--- config.mk ---
export PLATFORM = sky130hd
export DESIGN_NAME = fft_top
export DESIGN_NICKNAME = d
export VERILOG_FILES = /design/src/common/fft_pkg.sv /design/src/fft/fft_crossbar.sv /design/src/fft/fft_butterfly_stage.sv /design/src/fft/fft_core.sv /design/src/logic/bit_reverse_loader.sv /design/src/logic/frame_serializer.sv /design/src/logic/fft_top.sv
export VERILOG_INCLUDE_DIRS = /design/src /design/src/common
export SDC_FILE = /design/constraint.sdc
export NUM_CORES = 2
export LEC_CHECK = 0
export ABC_CLOCK_PERIOD_IN_PS = 50800
export BUFFER_PORTS_ARGS = -buffer_cell sky130_fd_sc_hd__buf_2
export CORE_MARGIN = 2
export CORE_UTILIZATION = 30
export DETAILED_ROUTE_END_ITERATION = 6
export GPL_TIMING_DRIVEN = 0
export PLACE_DENSITY_LB_ADDON = 0.25
export SYNTH_ARGS = -nofsm -noshare
export SYNTH_HDL_FRONTEND = slang
export SYNTH_SLANG_ARGS = --single-unit
--- constraint.sdc ---
create_clock -name clk -period 50.8 [get_ports clk]
set_clock_uncertainty 0.05 [all_clocks]
set_input_delay 7.62 -clock clk [delete_from_list [all_inputs] [get_ports clk]]
set_output_delay 7.62 -clock clk [all_outputs]
set_load 0.01 [all_outputs]
--- src/common/fft_defs.svh ---
`ifndef FFT_DEFS_SVH
`define FFT_DEFS_SVH

// ************************************************************
// frame geometry
// ************************************************************

`define FFT_BIT_WIDTH 16 // per real or imaginary part
`define FFT_SIZE      8
`define FFT_STAGES    3  // log2 of FFT_SIZE

// ************************************************************
// twiddle format
// ************************************************************

// Q1.15, so one fraction bit less than the sample width
`define FFT_TW_FRAC   15

`endif

--- src/common/fft_pkg.sv ---
`default_nettype none

`include "fft_defs.svh"

package fft_pkg;

  typedef logic signed [`FFT_BIT_WIDTH-1:0] sample_t;
  typedef logic [`FFT_STAGES-1:0]           idx_t;

  typedef enum logic {LD_FILL, LD_FULL} ld_state_e;
  typedef enum logic {SER_IDLE, SER_SEND} ser_state_e;

  // how b is rotated inside a butterfly
  typedef enum logic [1:0] {
    TW_ONE,   // W^0, pass through
    TW_NEG_J, // W^2, swap and negate
    TW_MUL    // W^1 and W^3, true multiply
  } tw_kind_e;

  // W^k = exp(-j*2*pi*k/8) in Q1.15
  localparam sample_t tw_re_tab [`FFT_SIZE/2] = '{
    16'sh7fff, 16'sh5a82, 16'sh0000, 16'sha57e
  };
  localparam sample_t tw_im_tab [`FFT_SIZE/2] = '{
    16'sh0000, 16'sha57e, 16'sh8000, 16'sha57e
  };

  function automatic tw_kind_e tw_kind_of(input int unsigned k);
    if (k == 0)
      return TW_ONE;
    else if (k == `FFT_SIZE / 4)
      return TW_NEG_J;
    else
      return TW_MUL;
  endfunction

  function automatic idx_t bit_rev(input idx_t i);
    idx_t r;
    for (int b = 0; b < `FFT_STAGES; b++) begin
      r[b] = i[`FFT_STAGES-1-b];
    end
    return r;
  endfunction

  // lower point index of butterfly pair p at a given stage
  function automatic int pair_lo(input int stage, input int p);
    int span;
    span = 1 << stage;
    return (p / span) * 2 * span + (p % span);
  endfunction

endpackage

`default_nettype wire

--- src/fft/fft_crossbar.sv ---
`timescale 1ns/1ps
`default_nettype none

`include "fft_defs.svh"

module fft_crossbar #(
  parameter int STAGE = 0,
  parameter bit FRONT = 1
) (
  input  fft_pkg::sample_t in_re  [`FFT_SIZE],
  input  fft_pkg::sample_t in_im  [`FFT_SIZE],
  input  logic             in_val,
  output logic             in_rdy,

  output fft_pkg::sample_t out_re [`FFT_SIZE],
  output fft_pkg::sample_t out_im [`FFT_SIZE],
  output logic             out_val,
  input  logic             out_rdy
);

  localparam int NPAIR = `FFT_SIZE / 2;
  localparam int SPAN  = 1 << STAGE; // distance between pair members

  // ************************************************************
  // fixed permutation
  // ************************************************************

  for (genvar i = 0; i < NPAIR; i++) begin : g_pair
    localparam int LO = ((i / SPAN) * 2 * SPAN) + (i % SPAN);
    localparam int HI = LO + SPAN;

    if (FRONT) begin : g_fwd
      // natural order -> lanes 2i, 2i+1
      assign out_re[2*i]   = in_re[LO];
      assign out_im[2*i]   = in_im[LO];
      assign out_re[2*i+1] = in_re[HI];
      assign out_im[2*i+1] = in_im[HI];
    end else begin : g_inv
      assign out_re[LO] = in_re[2*i];
      assign out_im[LO] = in_im[2*i];
      assign out_re[HI] = in_re[2*i+1];
      assign out_im[HI] = in_im[2*i+1];
    end
  end

  // handshake passes straight through
  assign out_val = in_val;
  assign in_rdy  = out_rdy;

endmodule

`default_nettype wire

--- src/fft/fft_butterfly_stage.sv ---
`timescale 1ns/1ps
`default_nettype none

`include "fft_defs.svh"

module fft_butterfly_stage #(
  parameter int STAGE = 0
) (
  input  logic             clk,
  input  logic             rst_n,

  input  fft_pkg::sample_t in_re  [`FFT_SIZE],
  input  fft_pkg::sample_t in_im  [`FFT_SIZE],
  input  logic             in_val,
  output logic             in_rdy,

  output fft_pkg::sample_t out_re [`FFT_SIZE],
  output fft_pkg::sample_t out_im [`FFT_SIZE],
  output logic             out_val,
  input  logic             out_rdy
);

  import fft_pkg::*;

  localparam int NPAIR = `FFT_SIZE / 2;
  localparam int SPAN  = 1 << STAGE;
  localparam int EW    = `FFT_BIT_WIDTH + 2;     // butterfly sum width
  localparam int PW    = 2 * `FFT_BIT_WIDTH + 2; // complex product width

  sample_t bf_re [`FFT_SIZE];
  sample_t bf_im [`FFT_SIZE];
  logic    load;

  // ************************************************************
  // butterflies
  // ************************************************************

  for (genvar i = 0; i < NPAIR; i++) begin : g_bfly
    localparam int       LO   = pair_lo(STAGE, i);
    localparam int       TW   = (LO % SPAN) * (NPAIR / SPAN);
    localparam tw_kind_e KIND = tw_kind_of(TW);

    logic signed [PW-1:0] prod_re;
    logic signed [PW-1:0] prod_im;
    logic signed [EW-1:0] bw_re;
    logic signed [EW-1:0] bw_im;
    logic signed [EW-1:0] sum_re;
    logic signed [EW-1:0] sum_im;
    logic signed [EW-1:0] dif_re;
    logic signed [EW-1:0] dif_im;

    always_comb begin
      prod_re = PW'(in_re[2*i+1]) * PW'(tw_re_tab[TW])
              - PW'(in_im[2*i+1]) * PW'(tw_im_tab[TW]);
      prod_im = PW'(in_re[2*i+1]) * PW'(tw_im_tab[TW])
              + PW'(in_im[2*i+1]) * PW'(tw_re_tab[TW]);
      case (KIND)
        TW_ONE: begin
          bw_re = EW'(in_re[2*i+1]);
          bw_im = EW'(in_im[2*i+1]);
        end
        TW_NEG_J: begin // (x + jy) * -j = y - jx
          bw_re = EW'(in_im[2*i+1]);
          bw_im = -EW'(in_re[2*i+1]);
        end
        default: begin
          bw_re = EW'(prod_re >>> `FFT_TW_FRAC); // truncate
          bw_im = EW'(prod_im >>> `FFT_TW_FRAC);
        end
      endcase
      sum_re = EW'(in_re[2*i]) + bw_re;
      sum_im = EW'(in_im[2*i]) + bw_im;
      dif_re = EW'(in_re[2*i]) - bw_re;
      dif_im = EW'(in_im[2*i]) - bw_im;
    end

    // halve each output against growth
    assign bf_re[2*i]   = sample_t'(sum_re >>> 1);
    assign bf_im[2*i]   = sample_t'(sum_im >>> 1);
    assign bf_re[2*i+1] = sample_t'(dif_re >>> 1);
    assign bf_im[2*i+1] = sample_t'(dif_im >>> 1);
  end

  // ************************************************************
  // elastic pipeline register
  // ************************************************************

  assign load   = !out_val || out_rdy; // empty or draining
  assign in_rdy = load;

  always_ff @(posedge clk) begin
    if (!rst_n) begin
      out_val <= 1'b0;
    end else if (load) begin
      out_val <= in_val;
    end
  end

  always_ff @(posedge clk) begin
    if (load && in_val) begin
      out_re <= bf_re;
      out_im <= bf_im;
    end
  end

endmodule

`default_nettype wire

--- src/fft/fft_core.sv ---
`timescale 1ns/1ps
`default_nettype none

`include "fft_defs.svh"

module fft_core (
  input  logic             clk,
  input  logic             rst_n,

  input  fft_pkg::sample_t ld_re [`FFT_SIZE],
  input  fft_pkg::sample_t ld_im [`FFT_SIZE],
  input  logic             ld_val,
  output logic             ld_rdy,

  output fft_pkg::sample_t fr_re [`FFT_SIZE],
  output fft_pkg::sample_t fr_im [`FFT_SIZE],
  output logic             fr_val,
  input  logic             fr_rdy
);

  import fft_pkg::*;

  // stage boundaries, index 0 is the loader side
  sample_t                st_re [`FFT_STAGES+1][`FFT_SIZE];
  sample_t                st_im [`FFT_STAGES+1][`FFT_SIZE];
  logic [`FFT_STAGES:0]   st_val;
  logic [`FFT_STAGES:0]   st_rdy;

  assign st_re[0]  = ld_re;
  assign st_im[0]  = ld_im;
  assign st_val[0] = ld_val;
  assign ld_rdy    = st_rdy[0];

  for (genvar s = 0; s < `FFT_STAGES; s++) begin : g_stage
    sample_t xf_re [`FFT_SIZE]; // pair-ordered lanes
    sample_t xf_im [`FFT_SIZE];
    sample_t bo_re [`FFT_SIZE];
    sample_t bo_im [`FFT_SIZE];
    logic    xf_val;
    logic    xf_rdy;
    logic    bo_val;
    logic    bo_rdy;

    fft_crossbar #(.STAGE(s), .FRONT(1'b1)) u_xbar_front (
      .in_re  (st_re[s]),   .in_im  (st_im[s]),
      .in_val (st_val[s]),  .in_rdy (st_rdy[s]),
      .out_re (xf_re),      .out_im (xf_im),
      .out_val(xf_val),     .out_rdy(xf_rdy)
    );

    fft_butterfly_stage #(.STAGE(s)) u_bfly (
      .clk    (clk),        .rst_n  (rst_n),
      .in_re  (xf_re),      .in_im  (xf_im),
      .in_val (xf_val),     .in_rdy (xf_rdy),
      .out_re (bo_re),      .out_im (bo_im),
      .out_val(bo_val),     .out_rdy(bo_rdy)
    );

    fft_crossbar #(.STAGE(s), .FRONT(1'b0)) u_xbar_back (
      .in_re  (bo_re),        .in_im  (bo_im),
      .in_val (bo_val),       .in_rdy (bo_rdy),
      .out_re (st_re[s+1]),   .out_im (st_im[s+1]),
      .out_val(st_val[s+1]),  .out_rdy(st_rdy[s+1])
    );
  end

  assign fr_re                = st_re[`FFT_STAGES];
  assign fr_im                = st_im[`FFT_STAGES];
  assign fr_val               = st_val[`FFT_STAGES];
  assign st_rdy[`FFT_STAGES]  = fr_rdy;

endmodule

`default_nettype wire

--- src/logic/bit_reverse_loader.sv ---
`timescale 1ns/1ps
`default_nettype none

`include "fft_defs.svh"

module bit_reverse_loader (
  input  logic             clk,
  input  logic             rst_n,

  input  fft_pkg::sample_t in_re,
  input  fft_pkg::sample_t in_im,
  input  logic             in_val,
  output logic             in_rdy,

  output fft_pkg::sample_t ld_re [`FFT_SIZE],
  output fft_pkg::sample_t ld_im [`FFT_SIZE],
  output logic             ld_val,
  input  logic             ld_rdy
);

  import fft_pkg::*;

  ld_state_e state;
  idx_t      cnt;  // next sample number in the frame
  logic      take;

  assign in_rdy = (state == LD_FILL);
  assign ld_val = (state == LD_FULL);
  assign take   = in_val && in_rdy;

  always_ff @(posedge clk) begin
    if (!rst_n) begin
      state <= LD_FILL;
      cnt   <= '0;
    end else begin
      case (state)
        LD_FILL: begin
          if (take) begin
            cnt <= cnt + 1'b1; // wraps to 0 after the last one
            if (cnt == idx_t'(`FFT_SIZE - 1))
              state <= LD_FULL;
          end
        end
        LD_FULL: begin
          if (ld_rdy)
            state <= LD_FILL;
        end
        default: state <= LD_FILL;
      endcase
    end
  end

  // sample k lands in slot bit_rev(k)
  always_ff @(posedge clk) begin
    if (take) begin
      ld_re[bit_rev(cnt)] <= in_re;
      ld_im[bit_rev(cnt)] <= in_im;
    end
  end

endmodule

`default_nettype wire

--- src/logic/frame_serializer.sv ---
`timescale 1ns/1ps
`default_nettype none

`include "fft_defs.svh"

module frame_serializer (
  input  logic             clk,
  input  logic             rst_n,

  input  fft_pkg::sample_t fr_re [`FFT_SIZE],
  input  fft_pkg::sample_t fr_im [`FFT_SIZE],
  input  logic             fr_val,
  output logic             fr_rdy,

  output fft_pkg::sample_t out_re,
  output fft_pkg::sample_t out_im,
  output logic             out_last,
  output logic             out_val,
  input  logic             out_rdy
);

  import fft_pkg::*;

  ser_state_e state;
  idx_t       ptr;
  sample_t    buf_re [`FFT_SIZE];
  sample_t    buf_im [`FFT_SIZE];
  logic       at_end;
  logic       fill;

  assign at_end   = (ptr == idx_t'(`FFT_SIZE - 1));
  assign out_val  = (state == SER_SEND);
  assign out_last = at_end; // ptr only reaches the end while sending
  assign out_re   = buf_re[ptr];
  assign out_im   = buf_im[ptr];

  // refill on the same edge the last bin goes out
  assign fr_rdy = (state == SER_IDLE) || (out_last && out_rdy);
  assign fill   = fr_val && fr_rdy;

  always_ff @(posedge clk) begin
    if (!rst_n) begin
      state <= SER_IDLE;
      ptr   <= '0;
    end else if (fill) begin
      state <= SER_SEND;
      ptr   <= '0;
    end else if (out_val && out_rdy) begin
      ptr <= ptr + 1'b1;
      if (at_end)
        state <= SER_IDLE;
    end
  end

  always_ff @(posedge clk) begin
    if (fill) begin
      buf_re <= fr_re;
      buf_im <= fr_im;
    end
  end

endmodule

`default_nettype wire

--- src/logic/fft_top.sv ---
`timescale 1ns/1ps
`default_nettype none

`include "fft_defs.svh"

module fft_top (
  input  logic             clk,
  input  logic             rst_n,

  input  fft_pkg::sample_t in_re,
  input  fft_pkg::sample_t in_im,
  input  logic             in_val,
  output logic             in_rdy,

  output fft_pkg::sample_t out_re,
  output fft_pkg::sample_t out_im,
  output logic             out_last,
  output logic             out_val,
  input  logic             out_rdy
);

  import fft_pkg::*;

  // ************************************************************
  // loader -> core -> serializer
  // ************************************************************

  sample_t ld_re [`FFT_SIZE]; // bit-reversed frame
  sample_t ld_im [`FFT_SIZE];
  logic    ld_val;
  logic    ld_rdy;

  sample_t fr_re [`FFT_SIZE]; // bins, natural order
  sample_t fr_im [`FFT_SIZE];
  logic    fr_val;
  logic    fr_rdy;

  bit_reverse_loader u_loader (
    .clk   (clk),    .rst_n (rst_n),
    .in_re (in_re),  .in_im (in_im),
    .in_val(in_val), .in_rdy(in_rdy),
    .ld_re (ld_re),  .ld_im (ld_im),
    .ld_val(ld_val), .ld_rdy(ld_rdy)
  );

  fft_core u_core (
    .clk   (clk),    .rst_n (rst_n),
    .ld_re (ld_re),  .ld_im (ld_im),
    .ld_val(ld_val), .ld_rdy(ld_rdy),
    .fr_re (fr_re),  .fr_im (fr_im),
    .fr_val(fr_val), .fr_rdy(fr_rdy)
  );

  frame_serializer u_serializer (
    .clk     (clk),      .rst_n  (rst_n),
    .fr_re   (fr_re),    .fr_im  (fr_im),
    .fr_val  (fr_val),   .fr_rdy (fr_rdy),
    .out_re  (out_re),   .out_im (out_im),
    .out_last(out_last), .out_val(out_val),
    .out_rdy (out_rdy)
  );

endmodule

`default_nettype wire

==> metrics.txt <==
status completed; total iterations of the first detailed-routing run 6; top cells by area, synth edfxtp_1 36%, ha_1 18%, fa_1 11%, inv_1 6.3%, xnor2_1 5.2%; RSZ-0062 raised after global routing false; I/O pin total 71; FF+latch count, synth 1291; GPL Wtd Cong 0.917; GRT overflow 0; Final Non-Filler Cells about 15000; critical path peak fanout 10; Post-Syn Nets ~12000; P_sw 0.668 mW; placed cell count 14830; Via Count around 71000; dpl cell area 115000 sq um; Cell Area, Synth 108000 sq um; Clock Tree Buf Depth 4; leakage power ~51 nW; slew margin rel. 0.0564; Worst-path clk slew 60 ps; Synth top area share 0.357; CP Capture Type primary output; largest net degree at the start of global routing 38; Fill cells 35323; register area share after synthesis 0.359; CTS tree done; Worst setup startpoint u_serializer.ptr[0]$_SDFFE_PP0P_; first-pass GRT wire length 453000 um; HP Class reg2reg; Post-Route WL 306000 um; CTS sink cnt 1291; Antenna Nets Post-Route 0; PwrDens 21.8 nW/um^2; DR DRC count 0; I/O Buffers 70; PnR worst setup slack 38740 ps; htree depth 4; Final Cell Area 120000 sq um; number of flops mapped to enable cells by yosys 1280; post-synth cell types 93; crit-path cells clkbuf_1 > buf_1 > mux4_2 > mux2_2 > buf_2; hold slack 347 ps; Crit path arrival time between 4000 and 5000 ps; nets 12434; startpoint types register; CTS resizes 0; die area 363000 sq um; gr usage total 0.167; commonest non-fill, non-tap cells in the layout 1814 x inv_1, 1573 x ha_1, 1280 x edfxtp_1; dominant cell type by area after synthesis edfxtp_1; Die H 603 um; sequential share of power 0.454; Clk pwr share 0.418; logic gate share of total power 0.129; hpwl dp 258000 um; Initial Util 0.302; setup_tns 0 ps; most common cell after layout, fill and taps aside inv_1; Internal Power 1.95 mW; fin crit period 12060 ps; Pwr Total 2.62 mW; Root Driver clkbuf_16; Final Hold Fails 0; fin crit share 0.237; Post-Place Setup Slack around 39000 ps; final core utilization 0.337; asr flop ratio synth 0; setup bufs post-CTS 0; Max VDD drop 25.0 uV; share of cells above drive strength 1 0.0527; Max Slew Vio Count 0; row cnt approximately 220; Main synth FF type edfxtp_1; core area 356000 sq um; Worst Path Class, Setup reg2out; total CTS buffers 156; Final setup viols 0; antenna violations before repair 30; r2r startpoint u_core.g_stage[1].u_bfly.out_im[31]$_DFFE_PP_; starting DRC count in detailed routing ~5100; CP required 43130 ps; Worst-Skew Late Latency 870 ps; Die X 603 um; Mapped Cells 9955; CTS Hold Buffers Added 0; beginning of the worst hold path u_core.g_stage[2].u_bfly.out_im[27]$_DFFE_PP_; switching part of the total 0.255; slowest stage delay, CP 1050 ps; DR WL/cell 20.2 um; via-per-instance ratio 4.70; Fmax 82.9 MHz; maxcap violations 0; Avg Cell Area, Syn 10.8 sq um; Tightest Pin Transition 1410 ps; P&R area growth vs syn 11.6%; slowest cell on the critical path buf_1; vias in the first global route 71802; warning count from the yosys run 0
cell type report:
| type | instances | area (sq um) | share of cell area |
|---|---|---|---|
| multi-input cells | 6698 | 61600 | 0.514 |
| well taps | 4751 | 5940 | 0.0495 |
| diodes | 29 | 72.6 | 0.000605 |
| clock buffers | 177 | 4050 | 0.0337 |
| repair buffers | 125 | 1400 | 0.0117 |
| clock inverters | 88 | 878 | 0.00732 |
| plain buffers | 147 | 569 | 0.00474 |
| flip-flops and latches | 1291 | 38700 | 0.322 |
| inverters | 1819 | 6830 | 0.0569 |
worst max-delay path: cells and delay by family (launching register included):
| family | cells | cell delay [ps] |
|---|---|---|
| flip-flops | 1 | 360 |
| buffers and inverters | 3 | 2160 |
| multiplexers | 2 | 1020 |
sequential cells by signal, summed over array words and instances, names as in the netlist:
signal                         flops
u_loader.cnt                       3
u_serializer.ptr                   3
u_serializer.buf_im              128
u_serializer.buf_re              128
u_serializer.out_val               1
u_core.g_stage.u_bfly.out_re     384
u_loader.ld_re                   128
u_core.g_stage.u_bfly.out_im     384
u_loader.ld_im                   128
u_loader.ld_val                    1
u_core.g_stage.u_bfly.out_val      3
path summary, 6_finish.rpt:
check	to	slack, ps	depth (start not counted)
hold / removal	u_serializer.buf_im[75]$_DFFE_PP_	350	0
hold reg to reg	u_serializer.buf_im[75]$_DFFE_PP_	350	0
setup / recovery	out_re[0]	38740	5
setup reg to reg	u_core.g_stage[2].u_bfly.out_re[79]$_DFFE_PP_	38810	32
synthesized netlist by cell type (all sizes together) (20+ instances only):
| cell | number |
|---|---|
| o21ai | 320 |
| a21oi | 595 |
| o41ai | 32 |
| nor3b | 45 |
| nand4 | 20 |
| nand3 | 90 |
| inv | 1814 |
| nor4 | 31 |
| and3 | 106 |
| mux2 | 36 |
| xnor2 | 638 |
| or3 | 65 |
| nand2 | 312 |
| fa | 587 |
| a21o | 130 |
| a2111oi | 39 |
| nor3 | 169 |
| nor2 | 525 |
| o21a | 39 |
| o311ai | 23 |
| and2 | 30 |
| mux4 | 64 |
| o31ai | 30 |
| or2 | 36 |
| ha | 1573 |
| nand2b | 84 |
| a21boi | 21 |
| xor2 | 255 |
| a221o | 27 |
| nor2b | 161 |
| a211o | 22 |
| clkbuf | 132 |
| edfxtp | 1280 |
| a31oi | 62 |
| o21bai | 187 |
| a211oi | 107 |
cells by family after synthesis:
group / after synthesis / synth area share
compound gates: 1813 / 0.110
fa+ha+maj: 2160 / 0.292
buf+inv: 1966 / 0.0687
xor+xnor: 895 / 0.0732
mux: 113 / 0.0184
simple gates: 1717 / 0.0787
flops: 1291 / 0.359
power by group through the flow:
stage               logic (mW)  clock network (mW)  registers, mW
floorplan                0.231                   0           1.21
global placement         0.330                   0           1.21
detailed placement       0.335                   0           1.21
CTS                      0.338                1.13           1.19
global route             0.373                1.17           1.19
finish                   0.337                1.09           1.19
per-layer routing:
layer | vias up | wire, um | part of all wire | global-route usage
li1 | 34693 | - | - | -
met3 | 322 | 14000 | 0.046 | 0.0191
met4 | 4 | 10000 | 0.033 | 0.0503
met5 | - | 32 | 0.00010 | 0
met1 | 34704 | 139000 | 0.46 | 0.224
met2 | 1298 | 143000 | 0.47 | 0.280
Power figures use the tool's default switching activity.
